**src/design/cart_cfg.svh**
```systemverilog
// Cartridge loader configuration
// Header offsets, field widths and default codes shared by the loader blocks

`ifndef CART_CFG_SVH
`define CART_CFG_SVH

// Copier header in front of the image
`define CART_HDR_SKIP 24'h000200

// Byte address of the ROM size field in each memory map
// The RAM size field follows two bytes later
`define LOROM_HDR_ADDR 24'h007FD6
`define HIROM_HDR_ADDR 24'h00FFD6
`define EXHIROM_HDR_ADDR 24'h40FFD6

// Size code used when the image gives none
`define DEFAULT_ROM_SIZE 4'hC

// Widths
`define MASK_W 24
`define DL_ADDR_W 25
`define CLEAR_AW 17

// 512-byte sectors on the backup image
`define SECTOR_SHIFT 9

// Download index that carries cheat data
`define CODE_INDEX 8'd255

`endif

```
**src/design/cart_pkg.sv**
```systemverilog
// Cartridge loader types
// Download word, menu options, cartridge configuration, sector request
// and the cheat code layout

`default_nettype none

`include "cart_cfg.svh"

package cart_pkg;

	// One word of the download stream
	typedef struct packed {
		logic                    active;
		logic [7:0]              index;
		logic [`DL_ADDR_W-1:0]   addr;
		logic [15:0]             data;
		logic                    wr;
	} dl_word_t;

	// Menu settings
	typedef struct packed {
		logic [2:0] map_sel;     // 0 auto, 1 no header, 2 LoROM, 3 HiROM, 4 ExHiROM
		logic [1:0] region_sel;  // 0 auto, 1 NTSC, 2 PAL
		logic [1:0] wram_fill;
		logic       autosave;
		logic       menu_reset;
	} cart_opts_t;

	// Detected cartridge configuration
	typedef struct packed {
		logic [7:0]           rom_type;
		logic [`MASK_W-1:0]   rom_mask;
		logic [`MASK_W-1:0]   ram_mask;
		logic                 pal;
	} cart_cfg_t;

	// Sector request towards the image
	typedef struct packed {
		logic [31:0] lba;
		logic        rd;
		logic        wr;
	} sd_req_t;

	// Decoded cheat, values in big endian byte order
	typedef struct packed {
		logic [31:0] flags;
		logic [31:0] address;
		logic [31:0] compare;
		logic [31:0] replace;
	} cheat_fields_t;

	// word[k/2][k%2] is the k-th word of the download, low half first
	typedef union packed {
		logic [0:3][1:0][15:0] word;
		cheat_fields_t         field;
	} cheat_code_u;

endpackage

`default_nettype wire

```
**src/design/cart_header_detect.sv**
```systemverilog
// Cartridge header detector
// Picks ROM type, size codes and region out of the downloaded image and
// holds the resulting configuration for the rest of the core

`timescale 1ns/1ps
`default_nettype none

`include "cart_cfg.svh"

module cart_header_detect (
	input  wire                   clk_sys,
	input  wire                   RESET,
	input  cart_pkg::dl_word_t    dl,
	input  wire                   cart_dl,
	input  cart_pkg::cart_opts_t  opts,
	output cart_pkg::cart_cfg_t   cfg
);

	localparam logic [`DL_ADDR_W-1:0] LO_FIELD = `LOROM_HDR_ADDR + `CART_HDR_SKIP;
	localparam logic [`DL_ADDR_W-1:0] HI_FIELD = `HIROM_HDR_ADDR + `CART_HDR_SKIP;
	localparam logic [`DL_ADDR_W-1:0] EX_FIELD = `EXHIROM_HDR_ADDR + `CART_HDR_SKIP;
	localparam logic [`MASK_W-1:0]    MASK_BASE = 1024;

	logic [3:0]              rom_size;
	logic [3:0]              ram_size;
	logic                    rom_region;
	logic [`DL_ADDR_W-1:0]   hdr_base;
	logic                    hdr_sel;
	logic                    wr_en;

	assign wr_en = cart_dl & dl.wr;

	// Size field location for a forced memory map
	always_comb begin
		hdr_sel = 1'b1;
		case (opts.map_sel)
			3'd2: hdr_base = LO_FIELD;
			3'd3: hdr_base = HI_FIELD;
			3'd4: hdr_base = EX_FIELD;
			default: begin
				hdr_base = '0;
				hdr_sel  = 1'b0;
			end
		endcase
	end

	always_ff @(posedge clk_sys) begin
		if (RESET) begin
			rom_size   <= `DEFAULT_ROM_SIZE;
			ram_size   <= 4'd0;
			rom_region <= 1'b0;
			cfg        <= '0;
		end else if (cart_dl) begin
			if (wr_en) begin
				if (dl.addr == '0) begin
					rom_size <= `DEFAULT_ROM_SIZE;
					ram_size <= 4'd0;
					if (opts.map_sel == 3'd0 && dl.data[7:0] != 8'd0)
						{ram_size, rom_size} <= dl.data[7:0];
					case (opts.map_sel)
						3'd1, 3'd2: cfg.rom_type <= 8'd0;
						3'd3: cfg.rom_type <= 8'd1;
						3'd4: cfg.rom_type <= 8'd2;
						default: cfg.rom_type <= dl.data[15:8];
					endcase
				end
				if (dl.addr == `DL_ADDR_W'(2))
					rom_region <= dl.data[8];
				// Header of the chosen map overrides the copier header
				if (hdr_sel && dl.addr == hdr_base)
					rom_size <= dl.data[11:8];
				if (hdr_sel && dl.addr == hdr_base + 2'd2)
					ram_size <= dl.data[3:0];

				// Masks follow the codes held before this write
				cfg.rom_mask <= (MASK_BASE << rom_size) - 1'b1;
				cfg.ram_mask <= (ram_size != 4'd0) ? (MASK_BASE << ram_size) - 1'b1 : '0;
			end
		end else begin
			cfg.pal <= (opts.region_sel == 2'd0) ? rom_region : opts.region_sel[1];
		end
	end

endmodule

`default_nettype wire

```
**src/design/cheat_code_loader.sv**
```systemverilog
// Cheat code loader
// Collects eight 16-bit download words into one code and strobes it out

`timescale 1ns/1ps
`default_nettype none

module cheat_code_loader (
	input  wire                   clk_sys,
	input  wire                   RESET,
	input  cart_pkg::dl_word_t    dl,
	input  wire                   code_dl,
	output cart_pkg::cheat_code_u code,
	output logic                  code_valid
);

	logic [2:0] slot;
	logic       word_wr;

	// Words sit on even byte addresses
	assign slot    = dl.addr[3:1];
	assign word_wr = code_dl & dl.wr & ~dl.addr[0];

	// Code storage
	always_ff @(posedge clk_sys) begin
		if (word_wr)
			code.word[slot[2:1]][slot[0]] <= dl.data;
	end

	// Last word of a code, replace top half
	always_ff @(posedge clk_sys) begin
		if (RESET)
			code_valid <= 1'b0;
		else
			code_valid <= word_wr & (slot == 3'd7);
	end

endmodule

`default_nettype wire

```
**src/design/ram_clear.sv**
```systemverilog
// Work RAM clear
// Walks the whole work RAM once at the start of a cartridge download and
// supplies the power-on fill pattern selected in the menu

`timescale 1ns/1ps
`default_nettype none

`include "cart_cfg.svh"

module ram_clear (
	input  wire                     clk_sys,
	input  wire                     RESET,
	input  wire                     cart_dl,
	input  wire  [1:0]              wram_fill,
	output logic                    clearing,
	output logic [`CLEAR_AW-1:0]    fill_addr,
	output logic [7:0]              fill_data,
	output logic                    fill_wr
);

	logic dl_q;
	logic dl_rise;

	assign dl_rise = cart_dl & ~dl_q;
	assign fill_wr = clearing;

	// ========================================================================
	// Address sweep
	// ========================================================================

	always_ff @(posedge clk_sys) begin
		if (RESET) begin
			dl_q      <= 1'b0;
			clearing  <= 1'b0;
			fill_addr <= '0;
		end else begin
			dl_q <= cart_dl;
			if (clearing && &fill_addr)
				clearing <= 1'b0;
			else if (dl_rise)
				clearing <= 1'b1;

			// Idles at zero, wraps back to zero after the last write
			if (clearing)
				fill_addr <= fill_addr + 1'b1;
			else
				fill_addr <= '0;
		end
	end

	// ========================================================================
	// Fill patterns of the different console revisions
	// ========================================================================

	always_comb begin
		case (wram_fill)
			2'd0: fill_data = (fill_addr[9] ^ fill_addr[0]) ? 8'hFF : 8'h00;
			2'd1: fill_data = (fill_addr[8] ^ fill_addr[2]) ? 8'h66 : 8'h99;
			2'd2: fill_data = 8'h55;
			default: fill_data = 8'hFF;
		endcase
	end

endmodule

`default_nettype wire

```
**src/design/backup_ram_sync.sv**
```systemverilog
// Backup RAM sync
// Sector by sector load and save of the cartridge backup RAM against the
// mounted save image, with autosave of pending writes while the menu is open

`timescale 1ns/1ps
`default_nettype none

`include "cart_cfg.svh"

module backup_ram_sync (
	input  wire                  clk_sys,
	input  wire                  RESET,
	input  wire                  cart_dl,
	input  wire [`MASK_W-1:0]    ram_mask,
	input  wire                  img_mounted,
	input  wire                  img_readonly,
	input  wire                  img_has_data,
	input  wire                  osd_open,
	input  wire                  autosave,
	input  wire                  bk_load,
	input  wire                  bk_save,
	input  wire                  bsram_write,
	input  wire                  sd_ack,
	output cart_pkg::sd_req_t    sd,
	output logic                 busy,
	output logic                 loading,
	output logic                 pending
);

	logic        ena;
	logic        dl_q, load_q, save_q, ack_q;
	logic        load_now, save_now;
	logic        load_rise, save_rise, dl_end;
	logic        ack_rise, ack_fall;
	logic        start, start_rd, advance, at_last;
	logic        rd_q, wr_q;
	logic [31:0] lba_q;
	logic [31:0] last_lba;

	// Autosave turns a pending write into a save request once the menu opens
	assign load_now  = bk_load & ena;
	assign save_now  = (bk_save | (pending & osd_open & autosave)) & ena;
	assign load_rise = load_now & ~load_q;
	assign save_rise = save_now & ~save_q;
	assign dl_end    = dl_q & ~cart_dl & img_has_data & ena;
	assign ack_rise  = sd_ack & ~ack_q;
	assign ack_fall  = ack_q & ~sd_ack;

	assign start    = ~busy & (load_rise | save_rise | dl_end);
	assign start_rd = load_rise | dl_end;
	assign last_lba = 32'(ram_mask >> `SECTOR_SHIFT);
	assign at_last  = lba_q >= last_lba;
	assign advance  = busy & ack_fall & ~at_last;

	assign sd = '{lba: lba_q, rd: rd_q, wr: wr_q};

	// ========================================================================
	// Sequencer
	// ========================================================================

	always_ff @(posedge clk_sys) begin
		if (RESET) begin
			dl_q    <= 1'b0;
			load_q  <= 1'b0;
			save_q  <= 1'b0;
			ack_q   <= 1'b0;
			ena     <= 1'b0;
			busy    <= 1'b0;
			loading <= 1'b0;
			rd_q    <= 1'b0;
			wr_q    <= 1'b0;
			pending <= 1'b0;
		end else begin
			dl_q   <= cart_dl;
			load_q <= load_now;
			save_q <= save_now;
			ack_q  <= sd_ack;

			// Save image is mounted by the end of the download
			if (cart_dl && !dl_q)
				ena <= 1'b0;
			if (cart_dl && img_mounted && !img_readonly)
				ena <= |ram_mask;

			if (ack_rise) begin
				rd_q <= 1'b0;
				wr_q <= 1'b0;
			end

			if (start) begin
				busy    <= 1'b1;
				loading <= start_rd;
				rd_q    <= start_rd;
				wr_q    <= ~start_rd;
			end else if (busy && ack_fall) begin
				if (at_last) begin
					busy    <= 1'b0;
					loading <= 1'b0;
				end else begin
					rd_q <= loading;
					wr_q <= ~loading;
				end
			end

			if (ena && !osd_open && bsram_write)
				pending <= 1'b1;
			else if (busy)
				pending <= 1'b0;
		end
	end

	// Sector number
	always_ff @(posedge clk_sys) begin
		if (start)
			lba_q <= '0;
		else if (advance)
			lba_q <= lba_q + 1'b1;
	end

endmodule

`default_nettype wire

```
**src/design/cart_loader_top.sv**
```systemverilog
// Cartridge loader top
// Splits the download stream into cartridge and cheat data, ties the
// header detector, cheat loader, RAM clear and backup sync together and
// builds the core reset

`timescale 1ns/1ps
`default_nettype none

`include "cart_cfg.svh"

module cart_loader_top (
	input  wire                     clk_sys,
	input  wire                     RESET,
	input  cart_pkg::dl_word_t      dl,
	input  cart_pkg::cart_opts_t    opts,
	input  wire                     osd_open,
	input  wire                     bk_load,
	input  wire                     bk_save,
	input  wire                     bsram_write,
	input  wire                     img_mounted,
	input  wire                     img_readonly,
	input  wire                     img_has_data,
	input  wire                     sd_ack,
	output cart_pkg::cart_cfg_t     cfg,
	output cart_pkg::cheat_code_u   code,
	output logic                    code_valid,
	output logic                    clearing,
	output logic [`CLEAR_AW-1:0]    fill_addr,
	output logic [7:0]              fill_data,
	output logic                    fill_wr,
	output cart_pkg::sd_req_t       sd,
	output logic                    bk_busy,
	output logic                    bk_pending,
	output logic                    core_reset
);

	logic cart_dl;
	logic code_dl;
	logic bk_loading;

	// Index 255 carries cheats, everything else is cartridge image
	assign cart_dl = dl.active & (dl.index != `CODE_INDEX);
	assign code_dl = dl.active & (dl.index == `CODE_INDEX);

	// Core stays in reset while its memories are being filled
	assign core_reset = RESET | opts.menu_reset | cart_dl | clearing | bk_loading;

	// ========================================================================
	// Blocks
	// ========================================================================

	cart_header_detect cart_header_detect_inst (
		.clk_sys (clk_sys),
		.RESET   (RESET),
		.dl      (dl),
		.cart_dl (cart_dl),
		.opts    (opts),
		.cfg     (cfg)
	);

	cheat_code_loader cheat_code_loader_inst (
		.clk_sys    (clk_sys),
		.RESET      (RESET),
		.dl         (dl),
		.code_dl    (code_dl),
		.code       (code),
		.code_valid (code_valid)
	);

	ram_clear ram_clear_inst (
		.clk_sys   (clk_sys),
		.RESET     (RESET),
		.cart_dl   (cart_dl),
		.wram_fill (opts.wram_fill),
		.clearing  (clearing),
		.fill_addr (fill_addr),
		.fill_data (fill_data),
		.fill_wr   (fill_wr)
	);

	backup_ram_sync backup_ram_sync_inst (
		.clk_sys      (clk_sys),
		.RESET        (RESET),
		.cart_dl      (cart_dl),
		.ram_mask     (cfg.ram_mask),
		.img_mounted  (img_mounted),
		.img_readonly (img_readonly),
		.img_has_data (img_has_data),
		.osd_open     (osd_open),
		.autosave     (opts.autosave),
		.bk_load      (bk_load),
		.bk_save      (bk_save),
		.bsram_write  (bsram_write),
		.sd_ack       (sd_ack),
		.sd           (sd),
		.busy         (bk_busy),
		.loading      (bk_loading),
		.pending      (bk_pending)
	);

endmodule

`default_nettype wire

```
**config.mk**
```make
export PLATFORM = sky130hd
export DESIGN_NAME = cart_loader_top
export DESIGN_NICKNAME = d
export VERILOG_FILES = /design/src/design/cart_pkg.sv /design/src/design/cart_header_detect.sv /design/src/design/cheat_code_loader.sv /design/src/design/ram_clear.sv /design/src/design/backup_ram_sync.sv /design/src/design/cart_loader_top.sv
export VERILOG_INCLUDE_DIRS = /design/src /design/src/design
export SDC_FILE = /design/constraint.sdc
export NUM_CORES = 1
export LEC_CHECK = 0
export BUFFER_PORTS_ARGS = -buffer_cell sky130_fd_sc_hd__buf_2
export CAP_MARGIN = 20
export CORE_MARGIN = 2
export CORE_UTILIZATION = 51
export CTS_CLUSTER_DIAMETER = 200
export DETAILED_ROUTE_END_ITERATION = 16
export GPL_TIMING_DRIVEN = 1
export PLACE_DENSITY = 0.86
export RECOVER_POWER = 100
export SYNTH_ARGS = -nofsm -noshare
export SYNTH_HDL_FRONTEND = slang
export SYNTH_HIERARCHICAL = 1
export SYNTH_SLANG_ARGS = --single-unit
```
**constraint.sdc**
```tcl
create_clock -name clk_sys -period 3.2 [get_ports clk_sys]
set_input_delay 0.64 -clock clk_sys [delete_from_list [all_inputs] [get_ports clk_sys]]
set_output_delay 0.64 -clock clk_sys [all_outputs]
set_load 0.03 [all_outputs]
```
==> flow_metrics.py, run 1 <==
metrics = {
    "run_status": {
        "status": "completed",
    },
    "clock_network": {
        "clk_pin_slew_worst_paths_ps": 60,
        "insertion_delay_ps": 500,
        "root_buffer": "clkbuf_16",
        "cts_hold_buffers": 0,
        "h-tree-depth": 1,
        "cts.sinks": 238,
        "cts_buffer_depth": 3,
        "cts_buffers": 24,
        "cts_resized": 0,
        "cts_tree": "built",
        "cts_setup_buffers": 0,
    },
    "setup_path": {
        "cp.arrival_ps": 3460,
        "start_kind": "register",
        "path_common_cell": "or4_1",
        "required_ps": 3640,
        "slowest_stage": "or4_1",
        "worstSetupEndpointType": "register",
        "critPathMaxFanout": 20,
        "crit_chain": "inv_1 > ha_1 > nand2b_1 > a2111o_1 > and3_1 > or4_1 > or4_1 > a21oi_1",
        "slowest_delay_ps": 770,
        "crit_type": "reg2reg",
    },
    "power_and_ir_drop": {
        "internal_power_uw": 4930,
        "leakagePower_uw": 0.00396,
        "clkPwrFrac_pct": 42.8,
        "irDropWorstVdd_mv": 0.457,
        "p_comb_share_pct": 5.8,
        "power_frac_seq_pct": 51.4,
        "p_per_area_nw_per_um2": 547,
        "power.switching_uw": 1420,
        "switching_share_pct": 22.4,
    },
    "global_routing": {
        "grtUsageMet1_pct": 30.0,
        "grt_use_total_pct": 24.3,
        "antenna_found_initial": 0,
        "grt.overflow.total": 0,
        "grt_pass1_wl_mm": 38.6,
        "grt_max_degree": 64,
        "busiest_layer": "met2",
        "use_met2_pct": 42.8,
        "grt_pass1_vias": 7275,
        "met3_usage_pct": 4.52,
    },
    "floorplanning": {
        "pin_count": 320,
        "fp.dieW_um": 141,
        "die_h_um": 141,
        "dieArea_um2": 19900,
        "core_um2": 18600,
        "rows": 50,
        "start_util_pct": 51.7,
    },
    "synthesis": {
        "synthesis.area_um2": 9600,
        "yosysSeqAreaShare_pct": 63.0,
        "ys.warnings.count": 6,
        "syn_inst": 823,
        "synth.distinct_cells": 74,
        "synth-main-ff-cell": "edfxtp_1",
        "synth-seq-cells": 238,
        "syn-num-nets": 913,
        "synth-edff-count": 128,
        "avgSynthCellArea_um2": 11.7,
        "synthArstFlopShare_pct": 0,
    },
    "route": {
        "drc_errors": 0,
        "firstDrtPassIters": 5,
        "vias": 7791,
        "ant_nets": 0,
        "viasPerCell": 5.65,
        "detail_route.wl_per_cell_um": 18.6,
        "routed_wl_mm": 25.7,
        "drtIter0Drc": 380,
    },
    "timing": {
        "period_share_pct": 94.6,
        "worstMarginPinSlew_ps": 1380,
        "hold_ws_ps": 392,
        "slew_headroom_pct": 7.91,
        "max_freq_mhz": 330,
        "tns_ps": 0,
        "skew_ps": 6.38,
        "rsz0062_at_grt": "no",
        "slew_violations": 0,
        "period_minus_slack_ps": 3030,
        "setup_viol": 0,
        "hold_viol_final": 0,
    },
    "placed_design": {
        "dp_hpwl_mm": 18.3,
        "io_buffers": 319,
        "gp_congestion": 0.904,
        "dpl.cell_count": 1335,
    },
    "finish": {
        "layout-drive-gt1-share_pct": 9.78,
        "final_nets": 1217,
        "synthToLayoutAreaGrowth_pct": 21.1,
        "fin_cells": 1379,
        "n_antenna_cell": 0,
    },
    "flow_run": {
        "drv_cap": 0,
    },
    "hold_path": {
        "hold_path.class": "in2reg",
    },
}
[state kept, by name, indices dropped and copies added (netlist names)]
signal                              flops
backup_ram_sync_inst/ack_q              1
backup_ram_sync_inst/busy               1
backup_ram_sync_inst/dl_q               1
backup_ram_sync_inst/ena                1
backup_ram_sync_inst/lba_q             32
backup_ram_sync_inst/load_q             1
backup_ram_sync_inst/loading            1
backup_ram_sync_inst/pending            1
backup_ram_sync_inst/rd_q               1
backup_ram_sync_inst/save_q             1
backup_ram_sync_inst/wr_q               1
cart_header_detect_inst/cfg            39
cart_header_detect_inst/ram_size        4
cart_header_detect_inst/rom_region      1
cart_header_detect_inst/rom_size        4
cheat_code_loader_inst/code           128
cheat_code_loader_inst/code_valid       1
ram_clear_inst/clearing                 1
ram_clear_inst/dl_q                     1
ram_clear_inst/fill_addr               17
[worst max-delay path, delay by kind of cell (launching register included)]
family / cells / cell delay, ps
and+or+nand+nor: 4 / 1600
AOI/OAI and AO/OA: 2 / 560
DFF: 1 / 410
adders and majority gates: 1 / 290
buffers and inverters: 1 / 90
[routing by layer]
| layer | wire [um] | part of all wire, % |
|---|---|---|
| met4 | 671 | 2.6 |
| met1 | 10100 | 39 |
| met5 | 0 | 0 |
| met2 | 12800 | 50 |
| met3 | 2100 | 8.2 |
[layout make-up]
| type | instances | area [um2] |
|---|---|---|
| flip-flops and latches | 238 | 6050 |
| fillers | 1632 | 6950 |
| multi-input cells | 499 | 3080 |
| clock buffers | 29 | 641 |
| repair buffers | 337 | 1340 |
| well taps | 234 | 293 |
| clock inverters | 15 | 134 |
| inverters | 27 | 101 |
[synthesized netlist by cell type (5+ instances only)]
library cell / n / area, um2
and3_1: 6 / 37.5
nor2b_1: 24 / 150
or4_1: 5 / 37.5
nor3_1: 27 / 135
a311oi_1: 5 / 43.8
buf_4: 26 / 195
nand4_1: 15 / 93.8
inv_1: 27 / 101
xnor2_1: 9 / 78.8
nor4_1: 19 / 119
ha_1: 20 / 250
nand3b_1: 5 / 37.5
edfxtp_1: 128 / 3840
nand3_1: 20 / 100
o21ai_0: 26 / 130
xor2_1: 7 / 61.3
a221oi_1: 9 / 78.8
or3_1: 15 / 93.8
clkbuf_1: 24 / 90.1
nor3b_1: 11 / 82.6
a211oi_1: 8 / 60.1
a21oi_1: 49 / 245
a31oi_1: 6 / 37.5
dfxtp_1: 110 / 2200
nand2_1: 59 / 221
nor2_1: 72 / 270
nand2b_1: 9 / 56.3
[cells by family after synthesis]
kind of cell,synth area share (%)
compound gates,9.26
simple gates,18.4
fa+ha+maj,2.61
flops,63.0
xor+xnor,1.46
mux,0.664
buf+inv,4.60
[stage by stage]
step	util, %	instance area (um2)	setup WS, ps	total power, uW
global placement	61.0	11300	295	3710
CTS	65.1	12100	201	6430
global route	62.6	11600	9.00	6550
floorplan	-	9600	91.4	3570
finish	62.6	11600	172	6360
detailed placement	61.0	11300	213	3720
[power groups by stage]
stage / Combinational [uW] / Sequential, uW / Clock, uW
floorplan: 203 / 3370 / 0
global placement: 381 / 3330 / 0
detailed placement: 389 / 3330 / 0
CTS: 391 / 3260 / 2770
global route: 401 / 3270 / 2880
finish: 369 / 3270 / 2720
[final timing paths]
check / from / endpoint / slack [ps] / cells after the start
max reg2reg: backup_ram_sync_inst/lba_q[0]$_SDFFE_PP0P_ / backup_ram_sync_inst/lba_q[9]$_SDFFE_PP0P_ / 170 / 8
min reg2reg: cart_header_detect_inst/cfg[44]$_SDFFE_PP0P_ / cart_header_detect_inst/cfg[44]$_SDFFE_PP0P_ / 460 / 2
max: backup_ram_sync_inst/lba_q[0]$_SDFFE_PP0P_ / backup_ram_sync_inst/lba_q[9]$_SDFFE_PP0P_ / 170 / 8
min: bk_load / backup_ram_sync_inst/load_q$_SDFF_PP0_ / 390 / 3
[cells in the final DEF (no fill, tap or decap), drive strengths merged, types with 4 or more instances in the layout]
| master | instances |
|---|---|
| o21ai | 30 |
| nor4 | 20 |
| clkinv | 12 |
| dfxtp | 110 |
| edfxtp | 128 |
| nand3b | 5 |
| nand2b | 9 |
| xnor2 | 9 |
| a221oi | 9 |
| nor2 | 72 |
| nand3 | 21 |
| or4 | 7 |
| and3 | 7 |
| nor3 | 31 |
| nand4 | 16 |
| buf | 53 |
| a311oi | 5 |
| a31oi | 6 |
| or3 | 16 |
| xor2 | 7 |
| nand2 | 59 |
| nor2b | 24 |
| clkbuf | 313 |
| a211oi | 8 |
| inv | 27 |
| and2 | 4 |
| ha | 20 |
| nand4b | 4 |
| nor3b | 11 |
| a21oi | 49 |
Note: power is estimated with default switching activity, not from simulation.
==> run 2: changes to the inputs <==
--- a/config.mk
+++ b/config.mk
@@ -8,7 +8,7 @@
 export LEC_CHECK = 0
 export BUFFER_PORTS_ARGS = -buffer_cell sky130_fd_sc_hd__buf_2
 export CAP_MARGIN = 20
-export CORE_MARGIN = 2
+export CORE_MARGIN = 1.5
 export CORE_UTILIZATION = 51
 export CTS_CLUSTER_DIAMETER = 200
 export DETAILED_ROUTE_END_ITERATION = 16
==> run 2 against run 1 <==
Non-clock buffer count down 3. Utilization grew 0.054 points. Critical endpoint is now backup_ram_sync_inst/lba_q[12]$_SDFFE_PP0P_. Flip-flop and latch count unchanged. Via count decreased by 1.2%. Highest routed layer unchanged.
==> flow_metrics.py, run 2 (synthesis gave the netlist of run 1 again) <==
metrics = {
    "placed_design": {
        "dpl_cell_area_um2": 11300,
        "dpl.cell_count": 1332,
        "dp_hpwl_mm": 17.8,
        "gp_congestion": 0.873,
        "io_buffers": 319,
    },
    "setup_path": {
        "slowest_stage": "or4_1",
        "cp.arrival_ps": 3430,
        "worstSetupEndpoint": "backup_ram_sync_inst/lba_q[12]$_SDFFE_PP0P_",
        "required_ps": 3620,
        "start_kind": "register",
        "timing.critical_path.buf_inv": 1,
        "slowest_delay_ps": 770,
        "crit_type": "reg2reg",
        "crit_family": "simple AND/OR/NAND/NOR gates",
        "reg2reg_depth": 8,
        "r2r_end": "backup_ram_sync_inst/lba_q[12]$_SDFFE_PP0P_",
        "r2r-start": "backup_ram_sync_inst/lba_q[0]$_SDFFE_PP0P_",
        "worst-path-stages": 8,
        "worstSetupEndpointType": "register",
        "critPathMaxFanout": 20,
        "path_common_cell": "or4_1",
        "crit_path_start": "backup_ram_sync_inst/lba_q[0]$_SDFFE_PP0P_",
        "crit_chain": "inv_1 > ha_1 > nand2b_1 > a2111o_1 > and3_1 > or4_1 > or4_1 > a21oi_1",
        "rrSetupSlack_ps": 190,
    },
    "power_and_ir_drop": {
        "irDropWorstVdd_mv": 0.435,
        "p_per_area_nw_per_um2": 552,
        "leakagePower_uw": 0.00395,
    },
    "global_routing": {
        "grt.overflow.total": 0,
        "grt_max_degree": 51,
        "grt_use_total_pct": 24.8,
        "grt_pass1_wl_mm": 38.6,
        "antenna_found_initial": 3,
        "grt_pass1_vias": 7223,
    },
    "timing": {
        "max_freq_mhz": 332,
        "tns_ps": 0,
        "worstMarginPinSlew_ps": 1400,
        "period_minus_slack_ps": 3010,
        "period_share_pct": 94.1,
        "slew_violations": 0,
        "setup_viol": 0,
        "hold_viol_final": 0,
        "slew_headroom_pct": 6.91,
        "skew_ps": 7.60,
        "hold_ws_ps": 375,
        "rsz0062_at_grt": "no",
    },
    "floorplanning": {
        "rows": 50,
        "die_h_um": 140,
        "pin_count": 320,
        "start_util_pct": 51.7,
        "fp.dieW_um": 140,
        "core_um2": 18600,
        "dieArea_um2": 19700,
    },
    "clock_network": {
        "insertion_delay_ps": 500,
        "cts_buffers": 23,
        "cts_setup_buffers": 0,
        "cts_hold_buffers": 0,
        "clk_pin_slew_worst_paths_ps": 60,
        "cts.sinks": 238,
        "cts_tree": "built",
        "root_buffer": "clkbuf_16",
        "cts_resized": 0,
        "cts_buffer_depth": 3,
        "h-tree-depth": 1,
    },
    "finish": {
        "final_area_um2": 11600,
        "fin_cells": 1376,
        "layout-drive-gt1-share_pct": 10.0,
        "final_nets": 1213,
        "final_common_cell": "clkbuf_1",
        "largest_reg_flops": 128,
        "synthToLayoutAreaGrowth_pct": 21.2,
        "most-common-layout-cells": "283 x clkbuf_1, 128 x edfxtp_1, 110 x dfxtp_1, 69 x nor2_1, 59 x nand2_1",
    },
    "route": {
        "ant_nets": 0,
        "drc_errors": 0,
        "vias": 7695,
        "firstDrtPassIters": 6,
        "routed_wl_mm": 25.2,
        "drtIter0Drc": 369,
        "detail_route.wl_per_cell_um": 18.3,
        "viasPerCell": 5.59,
    },
    "run_status": {
        "status": "completed",
    },
    "hold_path": {
        "hold_path.class": "in2reg",
    },
    "flow_run": {
        "drv_cap": 0,
    },
}
run 2: per-layer routing:
| layer | wire length [um] | GRT usage, % | vias to the layer above |
|---|---|---|---|
| met1 | 10100 | 30.9 | 3680 |
| li1 | - | - | 3611 |
| met3 | 1840 | 4.24 | 46 |
| met2 | 12700 | 43.7 | 358 |
| met4 | 597 | 8.37 | 0 |
| met5 | 0 | 0 | - |
run 2: tightest hold or removal path, delay by kind of cell:
family / cells / cell delay [ps]
simple gates: 1 / 40
buf+inv: 2 / 140
run 2: area by class of cell:
| type | instances | area (um2) |
|---|---|---|
| multi-input cells | 499 | 3080 |
| flip-flops and latches | 238 | 6050 |
| inverters | 27 | 101 |
| clock inverters | 13 | 179 |
| well taps | 234 | 293 |
| diodes | 3 | 7.51 |
| clock buffers | 28 | 604 |
| fillers | 1608 | 6940 |
| repair buffers | 334 | 1330 |
run 2: how the worst min path moves through the flow:
stage | slack, ps | to | cells past startpoint | from
finish | 370 | backup_ram_sync_inst/load_q$_SDFF_PP0_ | 3 | bk_load
global route | 400 | backup_ram_sync_inst/load_q$_SDFF_PP0_ | 3 | bk_load
CTS | 360 | backup_ram_sync_inst/load_q$_SDFF_PP0_ | 3 | bk_load
detailed placement | 440 | cart_header_detect_inst/cfg[44]$_SDFFE_PP0P_ | 2 | cart_header_detect_inst/cfg[44]$_SDFFE_PP0P_
global placement | 440 | cart_header_detect_inst/cfg[54]$_SDFFE_PP0P_ | 2 | cart_header_detect_inst/cfg[54]$_SDFFE_PP0P_
floorplan | 460 | cart_header_detect_inst/rom_region$_SDFFE_PP0P_ | 2 | cart_header_detect_inst/rom_region$_SDFFE_PP0P_
run 2: per-stage QoR:
| step | utilization (%) | worst slack (ps) | total power, uW |
|---|---|---|---|
| 2_1_floorplan | - | 91.4 | 3570 |
| 3_3_place_gp | 60.8 | 298 | 3710 |
| 3_5_place_dp | 60.8 | 247 | 3720 |
| 4_1_cts | 65.1 | 229 | 6490 |
| 5_1_grt | 62.7 | 57.4 | 6630 |
| 6_report | 62.7 | 188 | 6430 |
run 2: report_power, final:
| part | leakage, uW | switching (uW) | internal (uW) |
|---|---|---|---|
| combinational | 0.00154 | 269 | 101 |
| clock | 0.000374 | 1120 | 1670 |
| sequential | 0.00204 | 26.1 | 3240 |
| total | 0.00395 | 1410 | 5010 |
==> run 3: changes to the inputs <==
--- a/config.mk
+++ b/config.mk
@@ -8,6 +8,7 @@
 export LEC_CHECK = 0
 export BUFFER_PORTS_ARGS = -buffer_cell sky130_fd_sc_hd__buf_2
 export CAP_MARGIN = 20
+export CORE_ASPECT_RATIO = 2
 export CORE_MARGIN = 1.5
 export CORE_UTILIZATION = 51
 export CTS_CLUSTER_DIAMETER = 200
==> run 3 against run 2 <==
Flip-flop and latch count unchanged. Fmax increased by 5.5%. Non-clock buffer count increased by 3. Hold slack improved by 12 ps. Utilization decreased by 0.17 points. Critical endpoint unchanged. Largest power group unchanged.
==> flow_metrics.py, run 3 (synthesis gave the netlist of run 1 again) <==
metrics = {
    "finish": {
        "final_common_cell": "clkbuf_1",
        "final_nets": 1213,
        "fin_cells": 1353,
        "final-seq-area_um2": 6050,
        "largest_reg_flops": 128,
        "nFillCells": 1556,
        "multi_input_area_um2": 3070,
        "synthToLayoutAreaGrowth_pct": 19.7,
        "n_antenna_cell": 0,
        "layout-drive-gt1-share_pct": 9.32,
        "most-common-layout-cells": "283 x clkbuf_1, 128 x edfxtp_1, 110 x dfxtp_1, 70 x nor2_1, 59 x nand2_1",
    },
    "floorplanning": {
        "core_um2": 18400,
        "die_h_um": 197,
        "pin_count": 320,
        "rows": 70,
        "dieArea_um2": 19700,
        "start_util_pct": 52.2,
        "fp.dieW_um": 100,
    },
    "hold_path": {
        "min-delay-start": "bk_load",
        "hold_path_end": "backup_ram_sync_inst/load_q$_SDFF_PP0_",
        "min_path_cells": 3,
        "hold_path.class": "in2reg",
    },
    "setup_path": {
        "r2r_end": "backup_ram_sync_inst/lba_q[12]$_SDFFE_PP0P_",
        "slowest_stage": "or4_4",
        "crit_path_start": "backup_ram_sync_inst/lba_q[0]$_SDFFE_PP0P_",
        "reg2reg_depth": 8,
        "start_kind": "register",
        "rrSetupSlack_ps": 350,
        "required_ps": 3610,
        "timing.critical_path.buf_inv": 1,
        "crit_chain": "inv_1 > ha_1 > nand2b_1 > a2111o_1 > and3_1 > or4_4 > or4_1 > a21oi_1",
        "crit_type": "reg2reg",
        "slowest_delay_ps": 630,
        "critPathMaxFanout": 20,
        "crit_family": "simple AND/OR/NAND/NOR gates",
        "r2r-start": "backup_ram_sync_inst/lba_q[0]$_SDFFE_PP0P_",
        "cp.arrival_ps": 3270,
        "worstSetupEndpointType": "register",
    },
    "global_routing": {
        "grt_max_degree": 63,
        "grt_pass1_vias": 7389,
        "grt_pass1_wl_mm": 38.8,
        "antenna_found_initial": 0,
        "grt.overflow.total": 0,
        "grt_use_total_pct": 25.4,
    },
    "timing": {
        "max_freq_mhz": 350,
        "setup_viol": 0,
        "period_minus_slack_ps": 2850,
        "worstMarginPinSlew_ps": 1380,
        "tns_ps": 0,
        "skew_ps": 8.66,
        "hold_viol_final": 0,
        "rsz0062_at_grt": "no",
        "period_share_pct": 89.2,
        "slew_violations": 0,
        "slew_headroom_pct": 7.98,
    },
    "flow_run": {
        "drv_cap": 0,
    },
    "clock_network": {
        "cts_hold_buffers": 0,
        "cts_buffer_depth": 3,
        "root_buffer": "clkbuf_16",
        "clk_pin_slew_worst_paths_ps": 70,
        "cts_tree": "built",
        "insertion_delay_ps": 490,
        "cts_buffers": 20,
        "h-tree-depth": 1,
        "cts.sinks": 238,
    },
    "route": {
        "viasPerCell": 5.71,
        "firstDrtPassIters": 5,
        "routed_wl_mm": 26.3,
        "ant_nets": 0,
        "drc_errors": 0,
        "detail_route.wl_per_cell_um": 19.4,
        "drtIter0Drc": 339,
        "vias": 7731,
    },
    "placed_design": {
        "gp_congestion": 0.913,
        "io_buffers": 319,
        "dpl.cell_count": 1317,
        "dp_hpwl_mm": 19.3,
    },
    "power_and_ir_drop": {
        "p_per_area_nw_per_um2": 530,
        "leakagePower_uw": 0.00391,
        "irDropWorstVdd_mv": 0.417,
    },
    "run_status": {
        "status": "completed",
    },
}
[run 3: timing repair]
item / 4_1_cts / 5_1_grt
resized for setup: 0 / 1
setup endpoints to repair: 0 / 3
setup buffers: 0 / 0
[run 3: final cells by class]
cell class,instances,area share (%)
flip-flops and latches,238,52.6
inverters,27,0.882
well taps,216,2.35
repair buffers,337,11.7
clock buffers,24,4.67
multi-input cells,499,26.7
clock inverters,12,1.06
[run 3: metal layers]
| layer | vias to the layer above | wire, um | GRT usage (%) |
|---|---|---|---|
| li1 | 3599 | - | - |
| met1 | 3643 | 8730 | 24.9 |
| met2 | 408 | 14500 | 49.5 |
| met3 | 81 | 1890 | 3.33 |
| met4 | 0 | 1190 | 14.1 |
| met5 | - | 0 | 0 |
[run 3: how the worst max path moves through the flow]
| stage | endpoint | slack (ps) | cells after the start |
|---|---|---|---|
| global route | cart_header_detect_inst/cfg[50]$_SDFFE_PP0P_ | 160 | 7 |
| floorplan | backup_ram_sync_inst/lba_q[12]$_SDFFE_PP0P_ | 90 | 9 |
| finish | backup_ram_sync_inst/lba_q[12]$_SDFFE_PP0P_ | 350 | 8 |
| CTS | backup_ram_sync_inst/lba_q[12]$_SDFFE_PP0P_ | 160 | 8 |
| detailed placement | backup_ram_sync_inst/lba_q[9]$_SDFFE_PP0P_ | 180 | 8 |
| global placement | backup_ram_sync_inst/lba_q[12]$_SDFFE_PP0P_ | 260 | 8 |
[run 3: through the flow]
step | cell area [um2] | setup slack (ps) | hold slack, ps | power, uW | util, %
final | 11500 | 345 | 387 | 6090 | 62.5
after global routing | 11500 | 162 | 397 | 6260 | 62.5
after CTS | 11900 | 158 | 379 | 6140 | 64.9
after detailed placement | 11300 | 182 | 442 | 3720 | 61.3
after global placement | 11300 | 264 | 436 | 3710 | 61.3
after floorplan | 9600 | 91.4 | 464 | 3570 | -
[run 3: worst register-to-register path, delay by kind of cell (launching register included)]
| kind | cells | cell delay (ps) |
|---|---|---|
| buffers and inverters | 1 | 90 |
| AO/OA/AOI/OAI | 2 | 580 |
| AND/OR/NAND/NOR | 4 | 1410 |
| adder cells (fa/ha/maj) | 1 | 280 |
| flip-flops | 1 | 420 |
[run 3: power by group]
| group | internal, uW | leakage, uW | switching, uW |
|---|---|---|---|
| logic | 103 | 0.00155 | 273 |
| registers | 3240 | 0.00204 | 26.5 |
| clock network | 1370 | 0.000314 | 1080 |
